File: src/design/cpuPkg.sv
package cpuPkg;

    localparam int XLEN = 32;
    localparam int REG_ADDR_W = 5;
    // unified word memory depth
    localparam int MEM_WORDS = 1024;

    // one fetch or data access holds the bus for four states
    typedef enum logic [3:0] {
        IF_1  = 4'd0,
        IF_2  = 4'd1,
        IF_3  = 4'd2,
        IF_4  = 4'd3,
        ID    = 4'd4,
        EX_1  = 4'd5,
        EX_2  = 4'd6,
        MEM_1 = 4'd7,
        MEM_2 = 4'd8,
        MEM_3 = 4'd9,
        MEM_4 = 4'd10,
        WB    = 4'd11,
        HALT  = 4'd12
    } cpuState_e;

    // RV32I major opcodes kept in this core
    typedef enum logic [6:0] {
        ARITHMETIC     = 7'b0110011,
        ARITHMETIC_IMM = 7'b0010011,
        LOAD           = 7'b0000011,
        STORE          = 7'b0100011,
        BRANCH         = 7'b1100011,
        JAL            = 7'b1101111,
        JALR           = 7'b1100111,
        ECALL          = 7'b1110011
    } opcode_e;

    typedef enum logic {
        SRC_PC = 1'b0,
        SRC_A  = 1'b1
    } aluSrcA_e;

    typedef enum logic [1:0] {
        SRC_B    = 2'b00,
        SRC_FOUR = 2'b01,
        SRC_IMM  = 2'b10
    } aluSrcB_e;

    // ALU_FUNCT means the ALU looks at funct3/funct7
    typedef enum logic [1:0] {
        ALU_ADD   = 2'b00,
        ALU_FUNCT = 2'b10
    } aluOp_e;

    typedef struct packed {
        logic     pcWriteNotCond;
        logic     pcWrite;
        logic     iOrD;
        logic     memRead;
        logic     memWrite;
        logic     memToReg;
        logic     irWrite;
        logic     pcSource;
        aluOp_e   aluOp;
        aluSrcB_e aluSrcB;
        aluSrcA_e aluSrcA;
        logic     regWrite;
    } ctrlWord_t;

    // every strobe low, ALU idling on PC + B
    localparam ctrlWord_t CTRL_IDLE = '{
        pcWriteNotCond: 1'b0,
        pcWrite:        1'b0,
        iOrD:           1'b0,
        memRead:        1'b0,
        memWrite:       1'b0,
        memToReg:       1'b0,
        irWrite:        1'b0,
        pcSource:       1'b0,
        aluOp:          ALU_ADD,
        aluSrcB:        SRC_B,
        aluSrcA:        SRC_PC,
        regWrite:       1'b0
    };

endpackage

File: src/design/aluUnit.sv
`timescale 1ns/1ps

module aluUnit (
    input  cpuPkg::aluOp_e          aluOp,
    input  logic [2:0]              funct3,
    input  logic                    funct7b5,
    input  logic                    isRegOp,
    input  logic [cpuPkg::XLEN-1:0] opA,
    input  logic [cpuPkg::XLEN-1:0] opB,
    output logic [cpuPkg::XLEN-1:0] result,
    output logic                    branchTaken
);
    import cpuPkg::*;

    typedef enum logic [2:0] {
        OP_ADD,
        OP_SUB,
        OP_AND,
        OP_OR,
        OP_XOR,
        OP_SLT
    } aluFunc_e;

    aluFunc_e func;

    // funct7 bit 5 only means sub on register ops, addi reuses it as imm
    always_comb begin
        func = OP_ADD;
        if (aluOp == ALU_FUNCT) begin
            case (funct3)
                3'b000:  func = (isRegOp && funct7b5) ? OP_SUB : OP_ADD;
                3'b010:  func = OP_SLT;
                3'b100:  func = OP_XOR;
                3'b110:  func = OP_OR;
                3'b111:  func = OP_AND;
                default: func = OP_ADD;
            endcase
        end
    end

    always_comb begin
        case (func)
            OP_SUB:  result = opA - opB;
            OP_AND:  result = opA & opB;
            OP_OR:   result = opA | opB;
            OP_XOR:  result = opA ^ opB;
            OP_SLT:  result = {{(XLEN-1){1'b0}}, $signed(opA) < $signed(opB)};
            default: result = opA + opB;
        endcase
    end

    // beq on funct3 000, bne on 001
    assign branchTaken = funct3[0] ? (opA != opB) : (opA == opB);

endmodule

File: src/design/immGen.sv
`timescale 1ns/1ps

module immGen (
    input  logic [cpuPkg::XLEN-1:0] instr,
    output logic [cpuPkg::XLEN-1:0] imm
);
    import cpuPkg::*;

    opcode_e opcode;

    assign opcode = opcode_e'(instr[6:0]);

    always_comb begin
        case (opcode)
            ARITHMETIC_IMM, LOAD, JALR: begin
                imm = {{20{instr[31]}}, instr[31:20]};
            end
            STORE: begin
                imm = {{20{instr[31]}}, instr[31:25], instr[11:7]};
            end
            // B and J offsets are in halfwords, bit 0 is implied zero
            BRANCH: begin
                imm = {{19{instr[31]}}, instr[31], instr[7], instr[30:25],
                       instr[11:8], 1'b0};
            end
            JAL: begin
                imm = {{11{instr[31]}}, instr[31], instr[19:12], instr[20],
                       instr[30:21], 1'b0};
            end
            default: begin
                imm = '0;
            end
        endcase
    end

endmodule

File: src/design/microController.sv
`timescale 1ns/1ps

module microController (
    input  cpuPkg::cpuState_e currentState,
    input  cpuPkg::opcode_e   opcode,
    input  logic              branchTaken,
    output cpuPkg::ctrlWord_t ctrl,
    output logic              isEcall
);
    import cpuPkg::*;

    always_comb begin
        ctrl = CTRL_IDLE;
        isEcall = 1'b0;

        case (currentState)
            // fetch holds the read for four cycles, IR latches on the last
            IF_1, IF_2, IF_3: begin
                ctrl.memRead = 1'b1;
                ctrl.iOrD = 1'b0;
            end
            IF_4: begin
                ctrl.memRead = 1'b1;
                ctrl.iOrD = 1'b0;
                ctrl.irWrite = 1'b1;
            end
            // PC + 4 goes to ALUOut here
            ID: begin
                isEcall = (opcode == ECALL);
                ctrl.aluSrcA = SRC_PC;
                ctrl.aluSrcB = SRC_FOUR;
                ctrl.aluOp = ALU_ADD;
            end
            EX_1, EX_2: begin
                case (opcode)
                    ARITHMETIC: begin
                        ctrl.aluSrcA = SRC_A;
                        ctrl.aluSrcB = SRC_B;
                        ctrl.aluOp = ALU_FUNCT;
                    end
                    ARITHMETIC_IMM: begin
                        ctrl.aluSrcA = SRC_A;
                        ctrl.aluSrcB = SRC_IMM;
                        ctrl.aluOp = ALU_FUNCT;
                    end
                    LOAD, STORE: begin
                        // effective address A + imm
                        ctrl.aluSrcA = SRC_A;
                        ctrl.aluSrcB = SRC_IMM;
                        ctrl.aluOp = ALU_ADD;
                    end
                    BRANCH: begin
                        if (currentState == EX_1) begin
                            // compare rs1 against rs2
                            ctrl.aluSrcA = SRC_A;
                            ctrl.aluSrcB = SRC_B;
                            ctrl.aluOp = ALU_FUNCT;
                            // fall through to ALUOut (PC + 4) on a failed compare
                            ctrl.pcWriteNotCond = ~branchTaken;
                            ctrl.pcSource = 1'b1;
                        end else begin
                            // only reached when taken, so PC + imm goes straight in
                            ctrl.aluSrcA = SRC_PC;
                            ctrl.aluSrcB = SRC_IMM;
                            ctrl.aluOp = ALU_ADD;
                            ctrl.pcSource = 1'b0;
                            ctrl.pcWrite = 1'b1;
                        end
                    end
                    default: begin
                        // jal / jalr keep the link value PC + 4 in ALUOut
                        ctrl.aluSrcA = SRC_PC;
                        ctrl.aluSrcB = SRC_FOUR;
                        ctrl.aluOp = ALU_ADD;
                    end
                endcase
            end
            MEM_1, MEM_2, MEM_3: begin
                ctrl.iOrD = 1'b1;
                if (opcode == LOAD) begin
                    ctrl.memRead = 1'b1;
                end else begin
                    ctrl.memWrite = 1'b1;
                end
            end
            MEM_4: begin
                ctrl.iOrD = 1'b1;
                if (opcode == LOAD) begin
                    ctrl.memRead = 1'b1;
                end else begin
                    // store ends here, so advance the PC
                    ctrl.memWrite = 1'b1;
                    ctrl.aluSrcA = SRC_PC;
                    ctrl.aluSrcB = SRC_FOUR;
                    ctrl.aluOp = ALU_ADD;
                    ctrl.pcSource = 1'b0;
                    ctrl.pcWrite = 1'b1;
                end
            end
            WB: begin
                ctrl.regWrite = 1'b1;
                ctrl.pcWrite = 1'b1;
                ctrl.pcSource = 1'b0;
                ctrl.aluOp = ALU_ADD;
                case (opcode)
                    LOAD: begin
                        ctrl.memToReg = 1'b1;
                        ctrl.aluSrcA = SRC_PC;
                        ctrl.aluSrcB = SRC_FOUR;
                    end
                    JAL: begin
                        ctrl.aluSrcA = SRC_PC;
                        ctrl.aluSrcB = SRC_IMM;
                    end
                    JALR: begin
                        ctrl.aluSrcA = SRC_A;
                        ctrl.aluSrcB = SRC_IMM;
                    end
                    default: begin
                        // arithmetic, rd from ALUOut
                        ctrl.aluSrcA = SRC_PC;
                        ctrl.aluSrcB = SRC_FOUR;
                    end
                endcase
            end
            default: begin
            end
        endcase
    end

endmodule

File: src/design/multiCycleCpu.sv
`timescale 1ns/1ps

module multiCycleCpu (
    input  logic                    clk,
    input  logic                    rst,
    input  logic [cpuPkg::XLEN-1:0] memRdata,
    output logic [cpuPkg::XLEN-1:0] memAddr,
    output logic                    memRead,
    output logic                    memWrite,
    output logic [cpuPkg::XLEN-1:0] memWdata,
    output logic                    halted
);
    import cpuPkg::*;

    cpuState_e currentState;
    ctrlWord_t ctrl;
    opcode_e   opcode;
    logic      isEcall;
    logic      branchTaken;

    logic [XLEN-1:0] pc;
    logic [XLEN-1:0] ir;
    logic [XLEN-1:0] mdr;
    logic [XLEN-1:0] aReg;
    logic [XLEN-1:0] bReg;
    logic [XLEN-1:0] aluOut;

    logic [XLEN-1:0] rdata1;
    logic [XLEN-1:0] rdata2;
    logic [XLEN-1:0] imm;
    logic [XLEN-1:0] aluOpA;
    logic [XLEN-1:0] aluOpB;
    logic [XLEN-1:0] aluResult;
    logic [XLEN-1:0] pcNext;
    logic [XLEN-1:0] regWdata;
    logic            pcEn;

    assign opcode = opcode_e'(ir[6:0]);

    stateSequencer uSeq (
        .clk          (clk),
        .rst          (rst),
        .opcode       (opcode),
        .branchTaken  (branchTaken),
        .isEcall      (isEcall),
        .currentState (currentState),
        .halted       (halted)
    );

    microController uCtrl (
        .currentState (currentState),
        .opcode       (opcode),
        .branchTaken  (branchTaken),
        .ctrl         (ctrl),
        .isEcall      (isEcall)
    );

    regFile uRegs (
        .clk    (clk),
        .rs1    (ir[19:15]),
        .rs2    (ir[24:20]),
        .rd     (ir[11:7]),
        .we     (ctrl.regWrite),
        .wdata  (regWdata),
        .rdata1 (rdata1),
        .rdata2 (rdata2)
    );

    immGen uImm (
        .instr (ir),
        .imm   (imm)
    );

    assign aluOpA = (ctrl.aluSrcA == SRC_A) ? aReg : pc;

    always_comb begin
        case (ctrl.aluSrcB)
            SRC_FOUR: aluOpB = 32'd4;
            SRC_IMM:  aluOpB = imm;
            default:  aluOpB = bReg;
        endcase
    end

    aluUnit uAlu (
        .aluOp       (ctrl.aluOp),
        .funct3      (ir[14:12]),
        .funct7b5    (ir[30]),
        .isRegOp     (opcode == ARITHMETIC),
        .opA         (aluOpA),
        .opB         (aluOpB),
        .result      (aluResult),
        .branchTaken (branchTaken)
    );

    // bit 0 clear is the jalr rule; every other target is already aligned
    assign pcNext = ctrl.pcSource ? aluOut : {aluResult[XLEN-1:1], 1'b0};
    assign pcEn = ctrl.pcWrite | (ctrl.pcWriteNotCond & ~branchTaken);
    assign regWdata = ctrl.memToReg ? mdr : aluOut;

    always_ff @(posedge clk) begin
        if (rst) begin
            pc <= '0;
        end else if (pcEn) begin
            pc <= pcNext;
        end
    end

    always_ff @(posedge clk) begin
        if (ctrl.irWrite) begin
            ir <= memRdata;
        end
        // operands read once IR is settled
        if (currentState == ID) begin
            aReg <= rdata1;
            bReg <= rdata2;
        end
        // ALUOut holds still through MEM and WB
        if (currentState == ID || currentState == EX_1 || currentState == EX_2) begin
            aluOut <= aluResult;
        end
        if (currentState == MEM_4 && ctrl.memRead) begin
            mdr <= memRdata;
        end
    end

    assign memAddr = ctrl.iOrD ? aluOut : pc;
    assign memRead = ctrl.memRead;
    assign memWrite = ctrl.memWrite;
    assign memWdata = bReg;

endmodule

File: src/design/regFile.sv
`timescale 1ns/1ps

module regFile (
    input  logic                          clk,
    input  logic [cpuPkg::REG_ADDR_W-1:0] rs1,
    input  logic [cpuPkg::REG_ADDR_W-1:0] rs2,
    input  logic [cpuPkg::REG_ADDR_W-1:0] rd,
    input  logic                          we,
    input  logic [cpuPkg::XLEN-1:0]       wdata,
    output logic [cpuPkg::XLEN-1:0]       rdata1,
    output logic [cpuPkg::XLEN-1:0]       rdata2
);
    import cpuPkg::*;

    logic [XLEN-1:0] regs [2**REG_ADDR_W];

    always_ff @(posedge clk) begin
        if (we && rd != '0) begin
            regs[rd] <= wdata;
        end
    end

    // x0 never stored, so force the zero on read
    assign rdata1 = (rs1 == '0) ? '0 : regs[rs1];
    assign rdata2 = (rs2 == '0) ? '0 : regs[rs2];

endmodule

File: src/design/stateSequencer.sv
`timescale 1ns/1ps

module stateSequencer (
    input  logic              clk,
    input  logic              rst,
    input  cpuPkg::opcode_e   opcode,
    input  logic              branchTaken,
    input  logic              isEcall,
    output cpuPkg::cpuState_e currentState,
    output logic              halted
);
    import cpuPkg::*;

    cpuState_e nextState;

    always_comb begin
        nextState = IF_1;
        case (currentState)
            IF_1: nextState = IF_2;
            IF_2: nextState = IF_3;
            IF_3: nextState = IF_4;
            IF_4: nextState = ID;
            ID:   nextState = isEcall ? HALT : EX_1;
            EX_1: begin
                if (opcode == BRANCH && !branchTaken) begin
                    nextState = IF_1;
                end else begin
                    nextState = EX_2;
                end
            end
            EX_2: begin
                case (opcode)
                    LOAD, STORE: nextState = MEM_1;
                    ARITHMETIC, ARITHMETIC_IMM, JAL, JALR: nextState = WB;
                    default: nextState = IF_1;
                endcase
            end
            MEM_1: nextState = MEM_2;
            MEM_2: nextState = MEM_3;
            MEM_3: nextState = MEM_4;
            MEM_4: nextState = (opcode == LOAD) ? WB : IF_1;
            WB:   nextState = IF_1;
            // stays here until reset
            HALT: nextState = HALT;
            default: nextState = IF_1;
        endcase
    end

    always_ff @(posedge clk) begin
        if (rst) begin
            currentState <= IF_1;
        end else begin
            currentState <= nextState;
        end
    end

    assign halted = (currentState == HALT);

endmodule

File: config.mk
export PLATFORM = sky130hd
export DESIGN_NAME = multiCycleCpu
export DESIGN_NICKNAME = d
export VERILOG_FILES = /design/src/design/cpuPkg.sv /design/src/design/aluUnit.sv /design/src/design/immGen.sv /design/src/design/microController.sv /design/src/design/multiCycleCpu.sv /design/src/design/regFile.sv /design/src/design/stateSequencer.sv
export SDC_FILE = /design/constraint.sdc
export NUM_CORES = 2
export LEC_CHECK = 0
export BUFFER_PORTS_ARGS = -buffer_cell sky130_fd_sc_hd__clkbuf_2
export CAP_MARGIN = 20
export CORE_MARGIN = 2
export CORE_UTILIZATION = 47
export CTS_BUF_LIST = sky130_fd_sc_hd__clkbuf_4 sky130_fd_sc_hd__clkbuf_8 sky130_fd_sc_hd__clkbuf_16
export DETAILED_ROUTE_END_ITERATION = 10
export GPL_ROUTABILITY_DRIVEN = 0
export PLACE_DENSITY = 0.66
export SETUP_SLACK_MARGIN = 0.15
export SLEW_MARGIN = 5
export SYNTH_ARGS = -nofsm -noshare
export SYNTH_HDL_FRONTEND = slang
export SYNTH_SLANG_ARGS = --single-unit
File: constraint.sdc
create_clock -name clk -period 9.8 [get_ports clk]
set_clock_uncertainty 0.15 [all_clocks]
set_input_delay 0.98 -clock clk [delete_from_list [all_inputs] [get_ports clk]]
set_output_delay 0.98 -clock clk [all_outputs]
set_load 0.01 [all_outputs]
=== Word-level counts from Yosys, hierarchy flattened ===
Memory sizes are Yosys's and may differ from the RTL's. A register that Yosys moved wholly into a read port is not among the register bits.
Index checks and enable logic that the tools add are counted.

* Memories: 1
* Bits in writable memories: 1,024
* Register bits after elaboration: 132
* Bits of input ports: 34

{| class="wikitable"
|+ Memory list
! name !! depth !! width !! read ports !! clocked after memory_dff !! wr ports !! RTL line !! source
|-
| uRegs.regs || 32 || 32 || 2 || 2 || 1 || regFile.sv:15 || <nowiki>logic [XLEN-1:0] regs [2**REG_ADDR_W];</nowiki>
|}

* $lt $le $gt $ge: 1
* Reduce and logical (&&, ||, !) cells: 18
* Eq/ne operators: 34
* $add $sub $neg: 2
* Bitwise logic cells: 6
* Multiplexer cells: 38

{| class="wikitable"
|+ Operator list
! cell !! count
|-
| $pmux W32 S5 || 1
|-
| $mux W32 || 4
|-
| $pmux W32 S4 || 1
|-
| $pmux W32 S2 || 1
|-
| $pmux W4 S12 || 1
|-
| $pmux W5 S4 || 2
|-
| $add A32 B32 Y32 || 1
|-
| $and A32 B32 Y32 || 1
|-
| $eq A32 B32 Y1 || 1
|-
| $lt A32 B32 Y1 || 1
|-
| $ne A32 B32 Y1 || 1
|-
| $or A32 B32 Y32 || 1
|-
| $sub A32 B32 Y32 || 1
|-
| $xor A32 B32 Y32 || 1
|-
| $eq A7 B7 Y1 const B || 4
|-
| $eq A4 B4 Y1 const B || 5
|-
| $eq A4 B3 Y1 const B || 4
|-
| $eq A3 B3 Y1 const B || 5
|-
| $mux W1 || 15
|-
| $pmux W3 S5 || 1
|-
| $eq A7 B6 Y1 const B || 2
|-
| $reduce_or A4 Y1 || 3
|-
| $logic_not A5 Y1 || 2
|-
| $eq A3 B2 Y1 const B || 3
|-
| 27 further kinds || 37
|}

=== Logic depth before layout (Yosys ltp) ===
* Depth in word-level cells: 14
* Gate-level depth with buffers: 28

=== Hierarchy ===
Synthesis repeated with hierarchy kept, for this count alone.

* Cells, all modules: 4,020
* Area total of the unflattened synthesis: 62,640.1 sq um

{| class="wikitable"
|+ By module, submodules not included
! module !! instances !! cells each !! seq. area each (sq um) !! area each (sq um)
|-
| regFile || 1 || 2,564 || 30,749.5 || 47,929.7
|-
| multiCycleCpu || 1 || 472 || 5,445.2 || 8,112.8
|-
| aluUnit || 1 || 821 || 0.0 || 5,402.7
|-
| immGen || 1 || 61 || 0.0 || 471.7
|-
| stateSequencer || 1 || 48 || 80.1 || 400.4
|-
| microController || 1 || 54 || 0.0 || 322.8
|}

=== Worst setup path after synthesis ===
No wires, ideal clock.

* Path type: register to register
* From: reg uSeq.currentState[1]
* To: reg aluOut[31] (data pin)
* Stages on the path, launching flop included: 23
* Data arrival time: 8.805 ns
* Slack: 0.589 ns
* Setup time: 0.256 ns
* Period minus slack after synthesis: 9.211 ns
* Cell sequence: dfxtp_1 -> buf_2 -> clkbuf_1 -> nor3_1 -> a21oi_1 -> o311ai_0 -> ha_1 -> clkbuf_1 -> clkbuf_1 -> nand2_1 -> o21ai_0 -> ha_1 -> buf_2 -> inv_1 -> a2111o_1 -> a221o_1 -> a31oi_2 -> o21ai_1 -> a211oi_1 -> o21ai_1 -> mux2i_1 -> a21oi_1 -> inv_1

* Word-level cells in the longest chain between the ends: 8
* Elaborated cells between the ends (all ways): 26
* Classes of those cells: 2 x add/sub; 13 x eq/ne; 7 x mux; 3 x bitwise; 1 x reduce/logical

{| class="wikitable"
|+ RTL lines
! what !! RTL line !! source
|-
| from (decl) || stateSequencer.sv:9 || <nowiki>output cpuPkg::cpuState_e currentState,</nowiki>
|-
| from (signal assigned) || stateSequencer.sv:53 || <nowiki>currentState <= nextState;</nowiki>
|-
| $eq A4 B3 Y1 || microController.sv:16, microController.sv:53 ||
|-
| $mux W6 || microController.sv:53 || <nowiki>if (currentState == EX_1) begin</nowiki>
|-
| $pmux W5 S4 || microController.sv:35 || <nowiki>case (opcode)</nowiki>
|-
| $pmux W5 S4 * || microController.sv:16 || <nowiki>case (currentState)</nowiki>
|-
| $eq A2 B2 Y1, or another cell as far along || multiCycleCpu.sv:77 || <nowiki>case (ctrl.aluSrcB)</nowiki>
|-
| $pmux W32 S2 / $mux W3 (equally long branches) || multiCycleCpu.sv:77, aluUnit.sv:29 ||
|-
| $add A32 B32 Y32, or another cell as far along || aluUnit.sv:48 || <nowiki>default: result = opA + opB;</nowiki>
|-
| $pmux W32 S5 * || aluUnit.sv:42 || <nowiki>case (func)</nowiki>
|-
| via aluResult[31] || multiCycleCpu.sv:33 || <nowiki>logic [XLEN-1:0] aluResult;</nowiki>
|-
| to (signal assigned) || multiCycleCpu.sv:119 || <nowiki>aluOut <= aluResult;</nowiki>
|-
| to (decl) || multiCycleCpu.sv:26 || <nowiki>logic [XLEN-1:0] aluOut;</nowiki>
|}

Mark *: on every way through the listed nets, which the timed path passes. The rest lies on a longest branch.
A chain may end at the register's enable or synchronous reset.

=== Final worst setup path ===
* From: reg ir[3]
* To: reg pc[28]

* Word-level cells in the longest chain between the ends: 14
* Elaborated cells between the ends (all ways): 48
* Classes of those cells: 2 x add/sub; 17 x eq/ne; 20 x mux; 6 x bitwise; 3 x reduce/logical

{| class="wikitable"
|+ RTL lines
! what !! RTL line !! source
|-
| from (decl) || multiCycleCpu.sv:22 || <nowiki>logic [XLEN-1:0] ir;</nowiki>
|-
| from (signal assigned) || multiCycleCpu.sv:110 || <nowiki>ir <= memRdata;</nowiki>
|-
| parallel branches: the longest is 14 deep, another holds $add A32 B32 Y32 || -- ||
|-
| to (signal assigned) || multiCycleCpu.sv:104 || <nowiki>pc <= pcNext;</nowiki>
|-
| to (decl) || multiCycleCpu.sv:21 || <nowiki>logic [XLEN-1:0] pc;</nowiki>
|}

Parallel ways; which one is timed is not known.

==> impl_metrics.yaml <==
run_status:
  status: "finished clean"
power_and_ir_drop:
  p_comb_share_pct: 4.7
  power_density_nw_per_um2: 164
  peakVddDrop_v: 0.000161
  switching_share_pct: 21.3
  p_leak_nw: 22.1
  p_sw_w: 0.00237
  p_int_w: 0.00877
  power_frac_seq_pct: 51.5
  clkPwrFrac_pct: 43.8
die:
  io_pins: 101
  fp.dieW_um: 364
  coreArea_um2: 129000
  initial_utilization_pct: 47.2
  die_area_um2: 132000
  die_y_um: 364
  rows: 132
grt:
  grt_overflow: 0
  grt_pass1_wl_um: 261000
  antenna_found_initial: 4
  track_usage_pct: 28.0
  grt_max_degree: 136
  grt_pass1_vias: 35800
clock_network:
  clk_pin_slew_ps: 60
  cts_inserted_buffers: 119
  cts_sinks: 1220
  worstSkewPairLatency_ps: 760
  ctsHtreeMaxLevel: 3
  cts_buffer_depth: 3
  root_buffer: "clkbuf_16"
  postCtsSetupBuffers: 0
  post_cts_resized: 0
  tritoncts: "yes"
  holdBufCountCts: 0
synthesis:
  yosysTopAreaCell: "edfxtp_1"
  ys_async_sr_fraction_pct: 0
  synthTopCellsByArea: "edfxtp_1 (58%), mux4_2 (24%), ha_1 (2.0%), mux2_2 (1.8%), nor2_1 (1.3%)"
  synth-edff-count: 1184
  yosysUniqueCellTypes: 91
  synth_area_um2: 60900
  synthCells: 3506
  synth-seq-cells: 1220
  ys_warn_count: 0
  syn_area_per_cell_um2: 17.4
  seq_area_frac_synth_pct: 59.6
  synth_top_area_share_pct: 58.4
  synthFlopType: "edfxtp_1"
timing:
  clock.fmax_mhz: 131
  hold_violations: 0
  finalCritPeriodShare_pct: 77.7
  setup_violations: 0
  fin_setup_tns_ps: 0
  finalCriticalPeriod_ps: 7610
  relSlewSlack_pct: 23.2
  grt_setup_unrepaired: "no"
  slew_viol_final: 0
  worst_pin_slew_ps: 1150
finish:
  final_area_um2: 67800
  num-nets-final: 3717
  fillers: 10200
  drive_above_1_share_pct: 32.6
  area_growth_pct: 11.4
worst_setup_path:
  path_class: "reg -> reg"
  cp-start-kind: "flop"
  cp-end-kind: "flop"
  crit_required_ps: 10330
  cp_max_fo: 17
  cp.arrival_ps: 8150
routing:
  dr.pass1.iters: 8
  ant_nets: 0
  first_iter_violations: 5542
  routed_wirelength_um: 185000
  drc_errors: 0
  vias: 36900
  via_per_inst: 6.80
  wl_per_cell_um: 34.2
placement:
  portBuffers: 100
  placed_area_um2: 63700
  dp_hpwl_um: 108000
min_path:
  hold_class: "in -> reg"
job:
  cap_violations: 0
[per-stage QoR]
step	std cells	total power [W]	hold slack, ps	worst slack, ps	util (%)
after floorplan	3537	0.00620	289	589	-
after global placement	5203	0.00636	307	2570	49.3
after detailed placement	5203	0.00637	317	2450	49.3
after CTS	5424	0.0112	234	2430	52.6
after global routing	5425	0.0114	264	1730	52.6
final	5426	0.0111	276	2190	52.6
[layout make-up]
class	count	area, um^2	area share, %
sequential	1220	36300	53.5
multi-input combinational	1949	23600	34.8
clock buffer	142	3190	4.70
tap	1742	2180	3.21
timing repair buffer	181	1200	1.76
clock inverter	79	961	1.42
inverter	112	420	0.620
antenna	1	2.50	0.00369
[cell families after synthesis]
| group | Yosys count | share of synthesized area [%] |
|---|---|---|
| flops | 1220 | 59.6 |
| mux | 805 | 26.6 |
| simple gates | 550 | 4.23 |
| compound gates | 451 | 4.99 |
| buf+inv | 368 | 2.34 |
| fa+ha+maj | 100 | 2.08 |
| xor+xnor | 11 | 0.158 |
| other cells | 1 | 0.00616 |
[cell usage after synthesis, drive strengths merged, types with 22 or more instances]
cell type	number
edfxtp	1184
mux4	640
nor2	211
clkbuf	169
nand2	150
a21oi	119
inv	112
ha	98
mux2	96
o21ai	90
buf	87
mux2i	69
dfxtp	36
a31oi	33
nand3	30
nor3	30
o21a	22
[path summary, 6_finish.rpt]
check / startpoint / endpoint / slack [ps] / cells past startpoint
worst min-delay path: memRdata[21] / mdr[21]$_DFFE_PP_ / 280 / 1
worst max register to register: ir[3]$_DFFE_PP_ / pc[28]$_SDFFE_PP0P_ / 2190 / 19
worst min register to register: pc[5]$_SDFFE_PP0P_ / pc[5]$_SDFFE_PP0P_ / 320 / 2
worst max-delay path: ir[3]$_DFFE_PP_ / pc[28]$_SDFFE_PP0P_ / 2190 / 19
[state kept, by name, summed over array words and instances, names as in the netlist]
signal,count
aReg,32
aluOut,32
ir,32
mdr,32
memWdata,32
pc,32
uRegs.regs,1024
uSeq.currentState,4
[power groups by stage]
stage               Combinational (W)  Sequential (W)  Clock (W)
floorplan                    0.000367         0.00583          0
global placement             0.000515         0.00585          0
detailed placement           0.000518         0.00585          0
CTS                          0.000520         0.00574    0.00493
global route                 0.000558         0.00574    0.00512
finish                       0.000524         0.00574    0.00488
[critical path, stage by stage, from the launching register on]
cell and delay, ps:
edfxtp_1 450, nand4bb_1 300, nor3b_1 850, o311ai_0 330, ha_1 370, inv_1 420
nand2_1 490, o21a_1 270, ha_1 500, nor4_1 560, nand3_1 280, and4b_1 320
nand4_1 120, xnor2_1 330, nand2_1 140, o21bai_2 700, buf_4 390, nand3_1 220
a21oi_1 220, a311o_1 130
[routing by layer]
layer	vias up	GRT usage, %	part of all wire (%)	routed length (um)
met4	4	12.2	4.6	8620
met3	408	5.44	11	20700
met5	-	0	0.014	26
met1	19300	38.7	37	69300
met2	2466	43.7	47	86800
li1	14700	-	-	-
[layout by cell type, fill, tap and decap left out, drive strengths merged, types with 69 or more instances in the layout]
cell type  count
o21ai         90
nand2        150
a21oi        119
edfxtp      1184
inv          116
mux2          96
clkbuf       242
ha            98
mux4         640
buf           81
nor2         211
mux2i         69
(Power assumes the default switching activity.)
